**config.mk**
```make
export PLATFORM = sky130hd
export DESIGN_NAME = instr_fetch_top
export DESIGN_NICKNAME = d
export VERILOG_FILES = /design/src/source/rv_pkg.sv /design/src/source/instr_decompress.sv /design/src/source/fetch_align_buffer.sv /design/src/source/fetch_addr_gen.sv /design/src/source/instr_fetch_top.sv
export SDC_FILE = /design/constraint.sdc
export NUM_CORES = 1
export LEC_CHECK = 0
export BUFFER_PORTS_ARGS = -buffer_cell sky130_fd_sc_hd__clkbuf_2
export CELL_PAD_IN_SITES_DETAIL_PLACEMENT = 1
export CELL_PAD_IN_SITES_GLOBAL_PLACEMENT = 2
export CORE_UTILIZATION = 36
export DETAILED_ROUTE_END_ITERATION = 6
export GPL_TIMING_DRIVEN = 0
export PLACE_DENSITY = 0.9
export RECOVER_POWER = 25
export REMOVE_ABC_BUFFERS = 1
export SYNTH_ARGS = -nofsm -noshare
export SYNTH_HDL_FRONTEND = slang
export SYNTH_SLANG_ARGS = --single-unit
```
**constraint.sdc**
```tcl
create_clock -name clk -period 11.4 [get_ports clk]
set_clock_uncertainty 0.1 [all_clocks]
set_input_delay 2.28 -clock clk [delete_from_list [all_inputs] [get_ports clk]]
set_output_delay 2.28 -clock clk [all_outputs]
set_load 0.005 [all_outputs]
```
**src/source/rv_pkg.sv**
```systemverilog
package rv_pkg;

	// ##########################################################################
	// widths
	// ##########################################################################

	typedef logic [31:0] word_t;     // memory word or expanded instruction.
	typedef logic [15:0] half_t;     // one instruction parcel.
	typedef logic [31:0] pc_t;       // byte address.
	typedef logic [4:0]  reg_addr_t;

	localparam pc_t RESET_PC = 32'h0000_0000;

	// ##########################################################################
	// base opcodes
	// ##########################################################################

	localparam logic [6:0] OPC_LOAD   = 7'b0000011;
	localparam logic [6:0] OPC_STORE  = 7'b0100011;
	localparam logic [6:0] OPC_OP_IMM = 7'b0010011;
	localparam logic [6:0] OPC_OP     = 7'b0110011;
	localparam logic [6:0] OPC_LUI    = 7'b0110111;
	localparam logic [6:0] OPC_BRANCH = 7'b1100011;
	localparam logic [6:0] OPC_JAL    = 7'b1101111;
	localparam logic [6:0] OPC_JALR   = 7'b1100111;

	// alu funct3.
	localparam logic [2:0] F3_ADD = 3'b000;
	localparam logic [2:0] F3_SLL = 3'b001;
	localparam logic [2:0] F3_SR  = 3'b101;
	localparam logic [2:0] F3_XOR = 3'b100;
	localparam logic [2:0] F3_OR  = 3'b110;
	localparam logic [2:0] F3_AND = 3'b111;

	// memory and branch funct3.
	localparam logic [2:0] F3_LW  = 3'b010;
	localparam logic [2:0] F3_SW  = 3'b010;
	localparam logic [2:0] F3_BEQ = 3'b000;
	localparam logic [2:0] F3_BNE = 3'b001;

	localparam logic [6:0] F7_ALT = 7'b0100000; // sub, srai.

	// ##########################################################################
	// registers
	// ##########################################################################

	localparam reg_addr_t REG_ZERO = 5'd0;
	localparam reg_addr_t REG_RA   = 5'd1; // link register.
	localparam reg_addr_t REG_SP   = 5'd2;

	// ##########################################################################
	// fetch
	// ##########################################################################

	typedef enum logic [1:0] {
		FETCH_IDLE = 2'd0, // no request outstanding.
		FETCH_WAIT = 2'd1, // response will be used.
		FETCH_DROP = 2'd2  // response is stale.
	} fetch_state_e;

	// one instruction as handed to the decoder.
	typedef struct packed {
		word_t instr;
		pc_t   pc;
		logic  is_32bit;
		logic  illegal;
	} fetch_out_t;

endpackage

```
**src/source/instr_decompress.sv**
```systemverilog
`timescale 1ns/1ps

module instr_decompress (
	input  rv_pkg::half_t      head_lo,
	input  rv_pkg::half_t      head_hi,
	input  rv_pkg::pc_t        head_pc,
	output rv_pkg::fetch_out_t out
);

	// ##########################################################################
	// base format encoders
	// ##########################################################################

	function automatic rv_pkg::word_t enc_r(input logic [6:0] f7, input rv_pkg::reg_addr_t rs2,
		input rv_pkg::reg_addr_t rs1, input logic [2:0] f3, input rv_pkg::reg_addr_t rd,
		input logic [6:0] opc);
		return {f7, rs2, rs1, f3, rd, opc};
	endfunction

	function automatic rv_pkg::word_t enc_i(input logic [11:0] imm, input rv_pkg::reg_addr_t rs1,
		input logic [2:0] f3, input rv_pkg::reg_addr_t rd, input logic [6:0] opc);
		return {imm, rs1, f3, rd, opc};
	endfunction

	function automatic rv_pkg::word_t enc_s(input logic [11:0] imm, input rv_pkg::reg_addr_t rs2,
		input rv_pkg::reg_addr_t rs1, input logic [2:0] f3, input logic [6:0] opc);
		return {imm[11:5], rs2, rs1, f3, imm[4:0], opc};
	endfunction

	function automatic rv_pkg::word_t enc_b(input logic [12:0] imm, input rv_pkg::reg_addr_t rs2,
		input rv_pkg::reg_addr_t rs1, input logic [2:0] f3, input logic [6:0] opc);
		return {imm[12], imm[10:5], rs2, rs1, f3, imm[4:1], imm[11], opc};
	endfunction

	function automatic rv_pkg::word_t enc_u(input logic [19:0] imm, input rv_pkg::reg_addr_t rd,
		input logic [6:0] opc);
		return {imm, rd, opc};
	endfunction

	function automatic rv_pkg::word_t enc_j(input logic [20:0] imm, input rv_pkg::reg_addr_t rd,
		input logic [6:0] opc);
		return {imm[20], imm[10:1], imm[11], imm[19:12], rd, opc};
	endfunction

	rv_pkg::half_t c;
	assign c = head_lo;

	// full register fields for cr, ci, css. short ones map to x8..x15.
	rv_pkg::reg_addr_t rd_l;
	rv_pkg::reg_addr_t rs2_l;
	rv_pkg::reg_addr_t rd_s;
	rv_pkg::reg_addr_t rs1_s;
	rv_pkg::reg_addr_t rs2_s;
	assign rd_l  = c[11:7];
	assign rs2_l = c[6:2];
	assign rd_s  = {2'b01, c[4:2]};
	assign rs1_s = {2'b01, c[9:7]};
	assign rs2_s = {2'b01, c[4:2]};

	logic [11:0] imm_ci;
	logic [20:0] imm_cj;
	logic [12:0] imm_cb;
	logic [11:0] imm_lw;
	logic [11:0] imm_4spn;
	logic [11:0] imm_16sp;
	logic [11:0] imm_lwsp;
	logic [11:0] imm_swsp;
	logic [19:0] imm_lui;
	logic        imm6_zero;

	assign imm_ci   = {{6{c[12]}}, c[12], c[6:2]};
	assign imm_cj   = {{9{c[12]}}, c[12], c[8], c[10:9], c[6], c[7], c[2], c[11], c[5:3], 1'b0};
	assign imm_cb   = {{4{c[12]}}, c[12], c[6:5], c[2], c[11:10], c[4:3], 1'b0};
	assign imm_lw   = {5'b0, c[5], c[12:10], c[6], 2'b00};
	assign imm_4spn = {2'b0, c[10:7], c[12:11], c[5], c[6], 2'b00};
	assign imm_16sp = {{2{c[12]}}, c[12], c[4:3], c[5], c[2], c[6], 4'b0000};
	assign imm_lwsp = {4'b0, c[3:2], c[12], c[6:4], 2'b00};
	assign imm_swsp = {4'b0, c[8:7], c[12:9], 2'b00};
	assign imm_lui  = {{14{c[12]}}, c[12], c[6:2]};
	assign imm6_zero = ({c[12], c[6:2]} == 6'd0);

	rv_pkg::word_t exp_instr;
	logic          c_illegal;
	logic          is_32bit;

	always_comb begin
		exp_instr = '0;
		c_illegal = 1'b0;
		case (c[1:0])
		2'b00: begin
			case (c[15:13])
			3'b000: begin // addi4spn, also catches the zero halfword.
				exp_instr = enc_i(imm_4spn, rv_pkg::REG_SP, rv_pkg::F3_ADD, rd_s, rv_pkg::OPC_OP_IMM);
				c_illegal = (c[12:5] == 8'd0);
			end
			3'b010: exp_instr = enc_i(imm_lw, rs1_s, rv_pkg::F3_LW, rd_s, rv_pkg::OPC_LOAD);
			3'b110: exp_instr = enc_s(imm_lw, rs2_s, rs1_s, rv_pkg::F3_SW, rv_pkg::OPC_STORE);
			default: c_illegal = 1'b1; // fp slots and reserved.
			endcase
		end
		2'b01: begin
			case (c[15:13])
			3'b000: exp_instr = enc_i(imm_ci, rd_l, rv_pkg::F3_ADD, rd_l, rv_pkg::OPC_OP_IMM);
			3'b001: exp_instr = enc_j(imm_cj, rv_pkg::REG_RA, rv_pkg::OPC_JAL);
			3'b010: exp_instr = enc_i(imm_ci, rv_pkg::REG_ZERO, rv_pkg::F3_ADD, rd_l,
				rv_pkg::OPC_OP_IMM);
			3'b011: begin
				if (rd_l == rv_pkg::REG_SP) begin // addi16sp.
					exp_instr = enc_i(imm_16sp, rv_pkg::REG_SP, rv_pkg::F3_ADD, rv_pkg::REG_SP,
						rv_pkg::OPC_OP_IMM);
				end else begin
					exp_instr = enc_u(imm_lui, rd_l, rv_pkg::OPC_LUI);
				end
				c_illegal = imm6_zero;
			end
			3'b100: begin
				case (c[11:10])
				2'b00: begin
					exp_instr = enc_i({7'b0, c[6:2]}, rs1_s, rv_pkg::F3_SR, rs1_s, rv_pkg::OPC_OP_IMM);
					c_illegal = c[12]; // shamt[5] is reserved on rv32.
				end
				2'b01: begin
					exp_instr = enc_i({rv_pkg::F7_ALT, c[6:2]}, rs1_s, rv_pkg::F3_SR, rs1_s,
						rv_pkg::OPC_OP_IMM);
					c_illegal = c[12];
				end
				2'b10: exp_instr = enc_i(imm_ci, rs1_s, rv_pkg::F3_AND, rs1_s, rv_pkg::OPC_OP_IMM);
				default: begin
					c_illegal = c[12]; // subw and addw.
					case (c[6:5])
					2'b00: exp_instr = enc_r(rv_pkg::F7_ALT, rs2_s, rs1_s, rv_pkg::F3_ADD, rs1_s,
						rv_pkg::OPC_OP);
					2'b01: exp_instr = enc_r(7'b0, rs2_s, rs1_s, rv_pkg::F3_XOR, rs1_s, rv_pkg::OPC_OP);
					2'b10: exp_instr = enc_r(7'b0, rs2_s, rs1_s, rv_pkg::F3_OR, rs1_s, rv_pkg::OPC_OP);
					default: exp_instr = enc_r(7'b0, rs2_s, rs1_s, rv_pkg::F3_AND, rs1_s,
						rv_pkg::OPC_OP);
					endcase
				end
				endcase
			end
			3'b101: exp_instr = enc_j(imm_cj, rv_pkg::REG_ZERO, rv_pkg::OPC_JAL);
			3'b110: exp_instr = enc_b(imm_cb, rv_pkg::REG_ZERO, rs1_s, rv_pkg::F3_BEQ,
				rv_pkg::OPC_BRANCH);
			default: exp_instr = enc_b(imm_cb, rv_pkg::REG_ZERO, rs1_s, rv_pkg::F3_BNE,
				rv_pkg::OPC_BRANCH);
			endcase
		end
		2'b10: begin
			case (c[15:13])
			3'b000: begin
				exp_instr = enc_i({7'b0, c[6:2]}, rd_l, rv_pkg::F3_SLL, rd_l, rv_pkg::OPC_OP_IMM);
				c_illegal = c[12];
			end
			3'b010: begin
				exp_instr = enc_i(imm_lwsp, rv_pkg::REG_SP, rv_pkg::F3_LW, rd_l, rv_pkg::OPC_LOAD);
				c_illegal = (rd_l == rv_pkg::REG_ZERO);
			end
			3'b100: begin
				if (rs2_l == rv_pkg::REG_ZERO) begin // jr or jalr.
					exp_instr = enc_i(12'h000, rd_l, 3'b000, c[12] ? rv_pkg::REG_RA : rv_pkg::REG_ZERO,
						rv_pkg::OPC_JALR);
					c_illegal = !c[12] && (rd_l == rv_pkg::REG_ZERO);
				end else begin // mv or add.
					exp_instr = enc_r(7'b0, rs2_l, c[12] ? rd_l : rv_pkg::REG_ZERO, rv_pkg::F3_ADD,
						rd_l, rv_pkg::OPC_OP);
				end
			end
			3'b110: exp_instr = enc_s(imm_swsp, rs2_l, rv_pkg::REG_SP, rv_pkg::F3_SW,
				rv_pkg::OPC_STORE);
			default: c_illegal = 1'b1;
			endcase
		end
		default: c_illegal = 1'b0; // not compressed.
		endcase
	end

	assign is_32bit = (head_lo[1:0] == 2'b11);

	always_comb begin
		out.pc       = head_pc;
		out.is_32bit = is_32bit;
		out.illegal  = !is_32bit && c_illegal;
		if (is_32bit) begin
			out.instr = {head_hi, head_lo};
		end else begin
			out.instr = c_illegal ? 32'h0000_0000 : exp_instr;
		end
	end

endmodule

```
**src/source/fetch_align_buffer.sv**
```systemverilog
`timescale 1ns/1ps

module fetch_align_buffer (
	input  logic          clk,
	input  logic          arst_n,
	input  logic          resp_accept,
	input  rv_pkg::word_t fetch_rdata,
	input  logic          redirect,
	input  rv_pkg::pc_t   redirect_pc,
	input  logic          stall,
	output logic          buf_room,
	output rv_pkg::half_t head_lo,
	output rv_pkg::half_t head_hi,
	output rv_pkg::pc_t   head_pc,
	output logic          instr_valid
);

	rv_pkg::half_t hw [3]; // stored halfwords, oldest first.
	logic [1:0]    count;
	logic          skip;   // drop the low half of the next word.

	rv_pkg::half_t in_h [2];
	rv_pkg::half_t view [4];
	logic [1:0]    in_n;
	logic [2:0]    avail;
	logic          is32;
	logic [1:0]    need;
	logic          consume;
	logic [1:0]    shift;

	// ##########################################################################
	// head view, stored halves followed by the word arriving now
	// ##########################################################################

	always_comb begin
		in_h[0] = skip ? fetch_rdata[31:16] : fetch_rdata[15:0];
		in_h[1] = fetch_rdata[31:16];
		in_n    = resp_accept ? (skip ? 2'd1 : 2'd2) : 2'd0;
		case (count)
		2'd0: view = '{in_h[0], in_h[1], 16'h0000, 16'h0000};
		2'd1: view = '{hw[0], in_h[0], in_h[1], 16'h0000};
		2'd2: view = '{hw[0], hw[1], in_h[0], in_h[1]};
		default: view = '{hw[0], hw[1], hw[2], in_h[0]};
		endcase
	end

	assign head_lo = view[0];
	assign head_hi = view[1];

	assign is32        = (view[0][1:0] == 2'b11);
	assign need        = is32 ? 2'd2 : 2'd1;
	assign avail       = {1'b0, count} + {1'b0, in_n};
	assign instr_valid = (avail >= {1'b0, need});
	assign consume     = instr_valid && !stall;
	assign shift       = consume ? need : 2'd0;

	// a whole word fits.
	assign buf_room = (count <= 2'd1);

	// ##########################################################################
	// state
	// ##########################################################################

	always_ff @(posedge clk or negedge arst_n) begin
		if (!arst_n) begin
			count   <= 2'd0;
			skip    <= rv_pkg::RESET_PC[1];
			head_pc <= rv_pkg::RESET_PC;
		end else if (redirect) begin
			count   <= 2'd0; // flush.
			skip    <= redirect_pc[1];
			head_pc <= redirect_pc;
		end else begin
			count <= 2'(avail - {1'b0, shift});
			if (resp_accept) begin
				skip <= 1'b0;
			end
			if (consume) begin
				head_pc <= head_pc + (is32 ? 32'd4 : 32'd2);
			end
		end
	end

	// shift out the consumed halves. slots past count are don't care.
	always_ff @(posedge clk) begin
		hw[0] <= view[shift];
		hw[1] <= view[shift + 2'd1];
		hw[2] <= view[shift + 2'd2];
	end

endmodule

```
**src/source/fetch_addr_gen.sv**
```systemverilog
`timescale 1ns/1ps

module fetch_addr_gen (
	input  logic        clk,
	input  logic        arst_n,
	input  logic        redirect,
	input  rv_pkg::pc_t redirect_pc,
	input  logic        buf_room,
	input  logic        fetch_rvalid,
	output logic        fetch_req,
	output rv_pkg::pc_t fetch_addr,
	output logic        resp_accept
);

	rv_pkg::fetch_state_e state;
	rv_pkg::pc_t          next_addr;
	rv_pkg::pc_t          redir_word;
	rv_pkg::pc_t          req_addr;

	assign redir_word = {redirect_pc[31:2], 2'b00};
	assign req_addr   = redirect ? redir_word : next_addr;

	// a response racing a redirect is stale as well.
	assign resp_accept = fetch_rvalid && (state == rv_pkg::FETCH_WAIT) && !redirect;

	always_ff @(posedge clk or negedge arst_n) begin
		if (!arst_n) begin
			state      <= rv_pkg::FETCH_IDLE;
			next_addr  <= rv_pkg::RESET_PC;
			fetch_addr <= rv_pkg::RESET_PC;
			fetch_req  <= 1'b0;
		end else begin
			fetch_req <= 1'b0; // single cycle pulse.
			if (redirect) begin
				next_addr <= redir_word;
			end
			case (state)
			rv_pkg::FETCH_IDLE: begin
				if (redirect || buf_room) begin
					fetch_req  <= 1'b1;
					fetch_addr <= req_addr;
					next_addr  <= req_addr + 32'd4;
					state      <= rv_pkg::FETCH_WAIT;
				end
			end
			rv_pkg::FETCH_WAIT: begin
				if (fetch_rvalid) begin
					state <= rv_pkg::FETCH_IDLE;
				end else if (redirect) begin
					state <= rv_pkg::FETCH_DROP;
				end
			end
			default: begin // drop, wait out the old response.
				if (fetch_rvalid) begin
					state <= rv_pkg::FETCH_IDLE;
				end
			end
			endcase
		end
	end

endmodule

```
**src/source/instr_fetch_top.sv**
```systemverilog
`timescale 1ns/1ps

module instr_fetch_top (
	input  logic               clk,
	input  logic               arst_n,
	output logic               fetch_req,
	output rv_pkg::pc_t        fetch_addr,
	input  logic               fetch_rvalid,
	input  rv_pkg::word_t      fetch_rdata,
	input  logic               redirect,
	input  rv_pkg::pc_t        redirect_pc,
	input  logic               stall,
	output logic               instr_valid,
	output rv_pkg::fetch_out_t out
);

	logic          buf_room;
	logic          resp_accept;
	rv_pkg::half_t head_lo;
	rv_pkg::half_t head_hi;
	rv_pkg::pc_t   head_pc;

	fetch_addr_gen u_addr_gen (
		.clk          (clk),
		.arst_n       (arst_n),
		.redirect     (redirect),
		.redirect_pc  (redirect_pc),
		.buf_room     (buf_room),
		.fetch_rvalid (fetch_rvalid),
		.fetch_req    (fetch_req),
		.fetch_addr   (fetch_addr),
		.resp_accept  (resp_accept)
	);

	fetch_align_buffer u_align (
		.clk         (clk),
		.arst_n      (arst_n),
		.resp_accept (resp_accept),
		.fetch_rdata (fetch_rdata),
		.redirect    (redirect),
		.redirect_pc (redirect_pc),
		.stall       (stall),
		.buf_room    (buf_room),
		.head_lo     (head_lo),
		.head_hi     (head_hi),
		.head_pc     (head_pc),
		.instr_valid (instr_valid)
	);

	instr_decompress u_decomp (
		.head_lo (head_lo),
		.head_hi (head_hi),
		.head_pc (head_pc),
		.out     (out)
	);

endmodule

```
==> results of run 1 <==
Yosys cell counts, types with 5 or more instances:
cell type and instances:
sky130_fd_sc_hd__nor4_1 7, sky130_fd_sc_hd__a32o_1 5, sky130_fd_sc_hd__mux2i_1 60, sky130_fd_sc_hd__o21a_1 9
sky130_fd_sc_hd__nand2_1 202, sky130_fd_sc_hd__o21ai_1 9, sky130_fd_sc_hd__o221ai_1 17, sky130_fd_sc_hd__mux2_2 22
sky130_fd_sc_hd__a22o_1 10, sky130_fd_sc_hd__a21o_1 6, sky130_fd_sc_hd__a211oi_1 12, sky130_fd_sc_hd__o32ai_1 5
sky130_fd_sc_hd__nor2_1 80, sky130_fd_sc_hd__nor3_1 21, sky130_fd_sc_hd__o21ai_0 129, sky130_fd_sc_hd__clkbuf_1 45
sky130_fd_sc_hd__o211ai_1 11, sky130_fd_sc_hd__nand2b_1 5, sky130_fd_sc_hd__nand3_1 43, sky130_fd_sc_hd__xnor2_1 28
sky130_fd_sc_hd__dfxtp_1 48, sky130_fd_sc_hd__a21oi_1 65, sky130_fd_sc_hd__buf_1 12, sky130_fd_sc_hd__o22ai_1 28
sky130_fd_sc_hd__inv_1 19, sky130_fd_sc_hd__nor2b_1 10, sky130_fd_sc_hd__and3_1 8, sky130_fd_sc_hd__nand4_1 11
sky130_fd_sc_hd__dfrtp_1 102, sky130_fd_sc_hd__a22oi_1 14, sky130_fd_sc_hd__buf_6 5, sky130_fd_sc_hd__ha_1 7
sky130_fd_sc_hd__buf_2 23, sky130_fd_sc_hd__xor2_1 35, sky130_fd_sc_hd__a31oi_1 6
registers in the layout, indices dropped and copies added (netlist names):
| name | count |
|---|---|
| u_align.count | 2 |
| u_addr_gen.fetch_addr | 32 |
| u_addr_gen.next_addr | 32 |
| u_align.head_pc | 32 |
| u_addr_gen.state | 2 |
| u_addr_gen.fetch_req | 1 |
| u_align.skip | 1 |
| u_align.hw | 48 |
path summary, 6_finish.rpt:
| path | startpoint | endpoint | slack (ns) | cells after the start |
|---|---|---|---|---|
| worst max-delay path | fetch_rdata[31] | out[64] | 3.36 | 9 |
| worst min-delay path | u_addr_gen.fetch_addr[29]$_DFFE_PN0P_ | u_addr_gen.fetch_addr[29]$_DFFE_PN0P_ | 0.39 | 2 |
| worst max register to register | u_align.count[0]$_DFF_PN0_ | u_align.count[1]$_DFF_PN0_ | 5.18 | 13 |
| max in group asynchronous | arst_n | u_align.count[1]$_DFF_PN0_ | 3.75 | 1 |
| worst min register to register | u_addr_gen.fetch_addr[29]$_DFFE_PN0P_ | u_addr_gen.fetch_addr[29]$_DFFE_PN0P_ | 0.39 | 2 |
| min in group asynchronous | arst_n | u_align.head_pc[20]$_DFFE_PN0N_ | 3.84 | 1 |
through the flow:
step           area, sq um  cells  total power, W  setup WS, ns  hold slack (ns)
2_1_floorplan         9587   1120        0.001886         4.367           0.3690
3_3_place_gp         10890   1660        0.002511         1.361           0.3640
3_5_place_dp         11060   1666        0.002575         3.468           0.3761
4_1_cts              11680   1698        0.003182         3.450           0.3980
5_1_grt              11680   1698        0.003402         2.452           0.4310
6_report             11680   1699        0.003203         3.356           0.3910
routing by layer:
metal | part of all wire (%) | track usage [%] | vias to the layer above
li1 | - | - | 4592
met2 | 46 | 41.37 | 394
met3 | 8.6 | 6.149 | 64
met5 | 0.11 | 0 | -
met1 | 43 | 33.70 | 4942
met4 | 1.9 | 7.628 | 6
cells by family (layout without fill, tap and decap cells):
family | after synthesis | count (layout) | share of synthesized area, %
fa+ha+maj | 9 | 9 | 1.279
mux | 92 | 92 | 10.19
simple gates | 416 | 416 | 19.15
buf+inv | 110 | 230 | 4.839
flops | 150 | 150 | 35.21
xor+xnor | 63 | 63 | 5.529
other cells | 0 | 1 | 0
compound gates | 366 | 366 | 23.81
power by group through the flow:
stage	Combinational, W	Clock (W)	Sequential [W]
after floorplan	0.00107	0	0.000811
after global placement	0.00168	0	0.000834
after detailed placement	0.00174	0	0.000832
after CTS	0.00175	0.000605	0.000823
after global routing	0.00193	0.000627	0.000844
final	0.00178	0.000596	0.000824
final cells by class:
cell class	instances	area, sq um
clock inverter	15	200.2
sequential	150	3515
inverter	24	90.09
clock buffer	17	425.4
antenna	1	2.502
fill	3268	15420
timing repair buffer	174	959.7
tap	372	465.4
multi-input combinational	946	6021
critical path: cells and delay by family:
kind	cells	cell delay, ns
AND/OR/NAND/NOR	3	0.86
buffers and inverters	2	0.31
multiplexers	1	0.11
AO/OA/AOI/OAI	3	2.09
==> impl.org, run 1 <==
** Status
- The run finished, with violations left.
- The checks that failed: capacitance limit, slew limit.

** Synthesis
- Summed instance area of the synthesized netlist :: 9980 sq um
- In this run the biggest area consumer among cell types represents 25.58% of the synthesized area.
- Main synth FF type :: sky130_fd_sc_hd__dfrtp_1
- The largest total area in the synthesized netlist belongs to sky130_fd_sc_hd__dfrtp_1.
- Synthesis warning total :: 0
- Averaged over all synthesized cells, the footprint is 8.275 sq um.
- Top post-synthesis cells by area :: sky130_fd_sc_hd__dfrtp_1 (26%), sky130_fd_sc_hd__dfxtp_1 (9.6%), sky130_fd_sc_hd__nand2_1 (7.6%)
- Counting every instance in the synthesized netlist gives 1206.
- Async S/R FF share, synth :: just under 70%
- Portion of the post-synthesis area used by sequential elements :: 35.21%
- Netlist cell types :: 85
- Yosys mapped a number of flops with a built-in enable equal to 0.
- Flip-flop and latch count after synthesis :: 150

** Global route
- GR Overflow Total :: 0
- Global-route wire length before repair :: 57040 microns
- In the global route stage, overall resource usage came out at 25.54%.
- The initial antenna violation count was 4.
- The via count of the first global-routing pass was 10130.
- Largest net degree at the start of global routing :: 103

** Clocking
- Post-cts gate resize count :: 0
- Clock transition at path regs :: 0.08 ns
- CTS sink cnt :: 150
- The clock passes through at most 2 buffers.
- Root Buffer :: sky130_fd_sc_hd__clkbuf_16
- CTS Hold Bufs :: 0
- TritonCTS clock tree :: done
- The H-tree was split into 4 levels.
- The number of clock buffers added by TritonCTS is 17.
- Number of setup buffers added after CTS :: 0
- Clock latency reported for the late side of the worst-skew pair :: 0.44 ns

** Worst setup path
- For this design, the slowest cell found on the critical path is sky130_fd_sc_hd__o21ai_2.
- Data required, critical path :: 9.02 ns
- Top cell by count, worst path :: sky130_fd_sc_hd__clkbuf_2
- Startpoint types :: input port
- Along the worst path, the maximum fanout reaches 25.
- Endpoint kind of the worst setup timing path :: primary output
- At the worst endpoint, the arrival time is between 5 and 6 ns.
- Crit path largest cell delay :: 0.94 ns
- WS Path Type :: input port to primary output
- The signal on the critical path passes through clkbuf_2, mux2i_1, o21ai_2, nor3_1, nor4b_2, a211oi_4, nand2_4, o32ai_1, clkbuf_2.

** Timing
- Adding up every negative setup slack in the final design gives 0 ns.
- Final Cycle Share :: between 70% and 80%
- The worst path needs 8.044 ns of the cycle, external delays included.
- For the pin with the worst max-slew slack, the measured transition is ~5.7 ns.
- Number of pins exceeding their max-slew limit in the final report :: 103
- Measured against its own limit, the worst slew margin works out to -280.1%.
- Setup violations, final :: 0
- Top achievable clock speed :: 124.3 MHz
- Setup repair after global routing left no endpoint under its margin.
- The final-report hold violation count is 0.

** Run
- MaxCap Viol Count :: 1

** Final layout
- Most frequent standard cell in the layout excluding fill and tap cells :: sky130_fd_sc_hd__nand2_1
- Post-synthesis to final-layout area growth :: 17.03%
- Most used cells in the layout excluding fill and tap cells :: sky130_fd_sc_hd__nand2_1 (202), sky130_fd_sc_hd__clkbuf_2 (166), sky130_fd_sc_hd__o21ai_0 (128), sky130_fd_sc_hd__dfrtp_1 (101), sky130_fd_sc_hd__nor2_1 (79)
- Final core utilization :: a little over two fifths
- The net count of the finished layout is ~1400.
- Ratio of cells with drive above 1 in the final layout :: 20.59%

** Power and ir drop
- The internal power of the cells totals 0.001637 W.
- Share of power burned in combinational logic :: a little under three fifths
- Part of the total power dissipated in the clock network :: approximately a fifth
- Net switching is between 40% and 50% of the power.
- Switching pwr :: 0.001566 W
- Static leakage power :: 4.914 nW
- Across the VDD grid, the largest voltage drop is 0.0001014 V.
- Power Density :: between 200 and 300 nW/um^2
- Registers are responsible for 25.7% of the overall power.

** Die
- The core region is 27100 sq um.
- Die width :: between 150 and 200 microns
- Row generation in the floorplan step produced 60 rows.
- In this run the vertical extent of the chip is 168.5 microns.
- Die Footprint :: 28390 sq um
- Pin placement for this block handled 169 I/O pins.
- Initial Util :: 36.82%

** Detailed routing
- The pre-antenna-repair detailed-routing pass consisted of 5 iterations.
- Summing over every cut layer, the via total after detailed routing is 9998.
- First DRT Iteration DRCs :: 964
- After detailed routing, the average wire length per cell comes to between 20 and 25 microns.
- Dividing the detail-routed via count by the number of cells gives 5.885.
- Summed over all layers, the routed wires come to 35810 microns.
- For this run, design rule violations remaining after detail routing come to 0.
- Count of nets left with antenna violations after detail routing :: 0

** Hold path
- In this run the worst hold path is classified as register to register.

** Placement
- The congestion estimate from routability-driven global placement came to 0.9894.
- Buffers placed on the I/O ports in this run total 168.
- Once detailed placement completed, the half-perimeter wirelength came to 24930 microns.
Power figures use the tool's default switching activity.
==> run 2: changes to the inputs <==
- ABC_AREA: not set -> 1
- CORE_UTILIZATION: 36 -> 28
- PLACE_DENSITY: 0.9 -> 0.82
- clock period: 11.4 -> 7.25 ns (I/O delays scaled with it)
==> run 2 against run 1 <==
Against the previous run:
- the flow still finishes with violations (capacitance limit, slew limit)
- combinational power rose by 120%
- hold slack worse by 0.012 ns
- setup slack got worse by 2.8 ns
- non-clock buffer count shrank 3
- synthesized cell count up 31%
- via count is 16% higher
- power up 91%
- global-route usage is 1.1 points lower
- core utilization fell by 9.9 points
==> impl.org, run 2 <==
** Worst setup path
- The worst setup path is captured at a register.
- WS Path Type :: input port to register
- Cell depth of the worst flop-to-flop path :: 13 (unchanged)
- Arrival @ worst endpoint :: 6.92 ns (+1.26 ns)
- The maximum fanout encountered on the critical timing path is 42 (+68%).
- The required time of the critical path came to 7.50 ns (-1.52 ns).
- Startpoint types :: input port

** Synthesis
- The cell area after technology mapping was 10400 sq um (+4.2%).
- Post-synth EDFFs :: 0 (unchanged)
- Top-count cell post-synth :: sky130_fd_sc_hd__nand2_1
- Top post-synthesis cells by area :: sky130_fd_sc_hd__dfrtp_1 (25%), sky130_fd_sc_hd__nand2_1 (21%), sky130_fd_sc_hd__dfxtp_1 (9.2%)
- In the synthesized netlist the dominant register cell turns out to be sky130_fd_sc_hd__dfrtp_1.
- The number of cells produced by synthesis came to 1585 (+31%).
- Post-Syn Area per Cell :: 6.562 sq um (-21%)
- The commonest cells after synthesis are sky130_fd_sc_hd__nand2_1 (580), sky130_fd_sc_hd__nor2_1 (145), sky130_fd_sc_hd__inv_1 (142), sky130_fd_sc_hd__dfrtp_1 (102), sky130_fd_sc_hd__nand3_1 (91).
- The sequential share of the synthesized area is 33.78% (-1.4 points).
- The number of warnings reported in the yosys synthesis log is 0 (unchanged).
- The register bit total from synthesis was 150 (unchanged).
- Netlist cell types :: 48 (-44%)
- The share of synthesized flip-flops with an asynchronous set or reset was 68.00% (unchanged).
- Library cell occupying the most area in the post-synthesis netlist :: sky130_fd_sc_hd__dfrtp_1
- The fraction of synthesized cell area taken by the top area cell type was 24.54% (-1.0 points).

** Detailed routing
- Remaining routing DRC violations :: 0 (unchanged)
- First DRT Iteration DRCs :: 607 (-37%)
- Number of detailed-route iterations in the first pass :: 5 (unchanged)
- The overall via count from detail_route is 11590 (+16%).
- Sum of routed wire length over all layers :: 45720 microns (+28%)
- Count of nets left with antenna violations after detail routing :: 0 (unchanged)
- The routed via count divided by cell count was 5.274 (-10%).
- Average routed wire per standard cell :: 20.81 microns (-1.3%)

** Die
- FP Rows :: 70 (+17%)
- Initial Util :: 28.41% (-8.4 points)
- The die outline width came to 194.7 microns (+16%).
- The overall die height was 194.7 microns (+16%).
- The full die area was 37920 sq um (+34%).
- Count of boundary I/O pins :: 169 (unchanged)
- The area of the placeable core came to 36610 sq um (+35%).

** Final layout
- Most flop-heavy register :: u_align.hw
- Most frequent standard cell in the layout excluding fill and tap cells :: sky130_fd_sc_hd__nand2_1
- From synthesis to final layout, the design area changed by 16.87%.
- The layout filler cell count came to 4713 (+44%).
- The flip-flop count of the largest register, all copies and words added was 48 (unchanged).
- The fraction of layout cells with a size suffix above 1 came to 15.27% (-5.3 points).
- The count of inserted antenna diode cells is 0 (-1).
- In the layout the commonest cells are sky130_fd_sc_hd__nand2_1 (580), sky130_fd_sc_hd__clkbuf_2 (167), sky130_fd_sc_hd__nor2_1 (145), sky130_fd_sc_hd__inv_1 (141), sky130_fd_sc_hd__dfrtp_1 (102).
- The final net count is 1794 (+29%).
- The final core area utilization is 33.20% (-9.9 points).

** Clocking
- The post-CTS setup-driven buffer insertion count was 0 (unchanged).
- The number of H-tree levels came to 4 (unchanged).
- Clock latency reported for the late side of the worst-skew pair :: 0.46 ns (+0.02 ns)
- TritonCTS built the clock tree.
- The tree is rooted in a sky130_fd_sc_hd__clkbuf_16.
- The total number of clock tree sinks came to 150 (unchanged).
- The total clock buffers created by CTS came to 17 (unchanged).
- CTS Hold Bufs :: 0 (unchanged)
- Maximum count of clock buffers along a single path :: 2 (unchanged)
- The clock-pin slew on the worst setup and hold paths is 0.07 ns (about the same).
- Post-cts gate resize count :: 0 (unchanged)

** Status
- The flow ran to the end, but the final reports show violations.
- Violated checks :: capacitance limit, slew limit

** Global route
- Total GRT Usage :: 24.46% (-1.1 points)
- GR Overflow Total :: 0 (unchanged)
- The largest net degree at the start of global routing was 103 (unchanged).
- The via count of the first global-routing pass is 12010 (+19%).
- The first-pass GRT wire length was 70790 microns (+24%).
- Antenna violations before repair :: 0 (-4)

** Power and ir drop
- The fraction of power spent switching nets is 54.85% (+6.0 points).
- Worst IR Drop VDD :: 0.0001972 V (+95%)
- The cell area power density came to 503.9 nW/um^2 (+84%).
- Part of the total power dissipated in the clock network :: 14.7% (-3.9 points)
- Switching pwr :: 0.003360 W (+110%)
- Share of power burned in combinational logic :: 62.7% (+7.0 points)
- Design internal power :: 0.002765 W (+69%)
- The relative contribution of sequential cells to total power came to 22.6% (-3.1 points).
- Static leakage power :: 5.982 nW (+22%)

** Run
- The max-cap violation count came to 1 (unchanged).

** Timing
- Top achievable clock speed :: 150.0 MHz
- Setup repair after global routing left no endpoint under its margin.
- The final-report hold violation count came to 0 (unchanged).
- Setup ws final :: 0.5832 ns (-2.773 ns)
- Number of pins exceeding their max-slew limit in the final report :: 103 (unchanged)
- Max_slew headroom :: -237.6% (+42 points)
- The total setup violations reported at the end of the flow was 0 (unchanged).
- Slew at the pin closest to its max-slew limit :: 5.064 ns (-0.6374 ns)
- Final Cycle Share :: between 90 and 100%
- The total negative slack for setup checks was 0 ns (unchanged).
- Clock period minus worst slack :: approximately 6.7 ns

** Placement
- Number of buffer cells added on primary ports :: 168 (unchanged)
- The post-DP HPWL was 33630 microns (+35%).
- Pre-CTS WS :: 0.09027 ns (-3.378 ns)
- The routability congestion estimate from global placement came to 1.014 (+2.5%).

** Hold path
- The path class of the tightest hold or removal check is register to register.
- The cell depth of the worst min-delay path came to 2 (unchanged).
-- run 2: final timing paths --
kind,slack [ns],to,from
hold reg to reg,0.38,u_addr_gen.fetch_addr[0]$_DFFE_PN0P_,u_addr_gen.fetch_addr[0]$_DFFE_PN0P_
min in group asynchronous,2.95,u_addr_gen.fetch_addr[29]$_DFFE_PN0P_,arst_n
hold / removal,0.38,u_addr_gen.fetch_addr[0]$_DFFE_PN0P_,u_addr_gen.fetch_addr[0]$_DFFE_PN0P_
setup reg to reg,0.61,u_align.head_pc[4]$_DFFE_PN0N_,u_align.skip$_DFFE_PN0P_
max in group asynchronous,1.26,u_addr_gen.next_addr[9]$_DFF_PN0_,arst_n
setup / recovery,0.58,u_align.head_pc[4]$_DFFE_PN0N_,redirect
-- run 2: stage by stage --
| stage | instance area, sq um | instances | power [W] | hold slack [ns] |
|---|---|---|---|---|
| floorplan | 10080 | 1526 | 0.003573 | 0.3593 |
| global placement | 11500 | 2162 | 0.005132 | 0.3602 |
| detailed placement | 11590 | 2165 | 0.005216 | 0.3614 |
| CTS | 12160 | 2197 | 0.006129 | 0.3848 |
| global route | 12160 | 2197 | 0.006596 | 0.4096 |
| finish | 12160 | 2197 | 0.006125 | 0.3793 |
-- run 2: layout make-up --
| cell class | count | area, sq um | share of cell area, % |
|---|---|---|---|
| multi-input cells | 1220 | 6000 | 49.36 |
| inverters | 156 | 585.6 | 4.817 |
| clock inverters | 15 | 140.1 | 1.153 |
| repair buffers | 171 | 905.9 | 7.452 |
| clock buffers | 17 | 425.4 | 3.500 |
| flip-flops and latches | 150 | 3513 | 28.90 |
| well taps | 468 | 585.6 | 4.817 |
-- run 2: critical path, cell delays in order --
cell	delay [ns]
sky130_fd_sc_hd__clkbuf_2	0.76
sky130_fd_sc_hd__inv_2	0.30
sky130_fd_sc_hd__nand2_1	0.17
sky130_fd_sc_hd__nor2_1	0.08
sky130_fd_sc_hd__ha_1	0.19
sky130_fd_sc_hd__fa_1	0.48
sky130_fd_sc_hd__ha_1	0.29
sky130_fd_sc_hd__o21ai_1	0.16
sky130_fd_sc_hd__a31oi_4	0.30
sky130_fd_sc_hd__buf_12	0.27
sky130_fd_sc_hd__nor2_1	1.02
sky130_fd_sc_hd__clkinv_1	0.96
sky130_fd_sc_hd__o221ai_1	0.44
-- run 2: layer usage --
metal  up-vias  GRT usage, %  part of all wire (%)
met5         -             0                     0
met4         0         8.049                   2.7
met3        73         3.835                   4.3
met2       298         42.17                    48
met1      5714         31.05                    45
li1       5503             -                     -
-- run 2: logic make-up after synthesis --
logic type | Yosys count | share of synthesized area, %
buf+inv | 215 | 8.733
simple gates | 917 | 36.83
xor+xnor | 39 | 3.284
flops | 150 | 33.78
compound gates | 255 | 16.14
fa+ha+maj | 9 | 1.227
-- run 2: power by group through the flow --
| stage | Combinational (W) | Clock (W) | Sequential, W |
|---|---|---|---|
| after floorplan | 0.00222 | 0 | 0.00135 |
| after global placement | 0.00375 | 0 | 0.00139 |
| after detailed placement | 0.00382 | 0 | 0.00140 |
| after CTS | 0.00383 | 0.000914 | 0.00138 |
| after global routing | 0.00423 | 0.000944 | 0.00142 |
| final | 0.00384 | 0.000899 | 0.00139 |
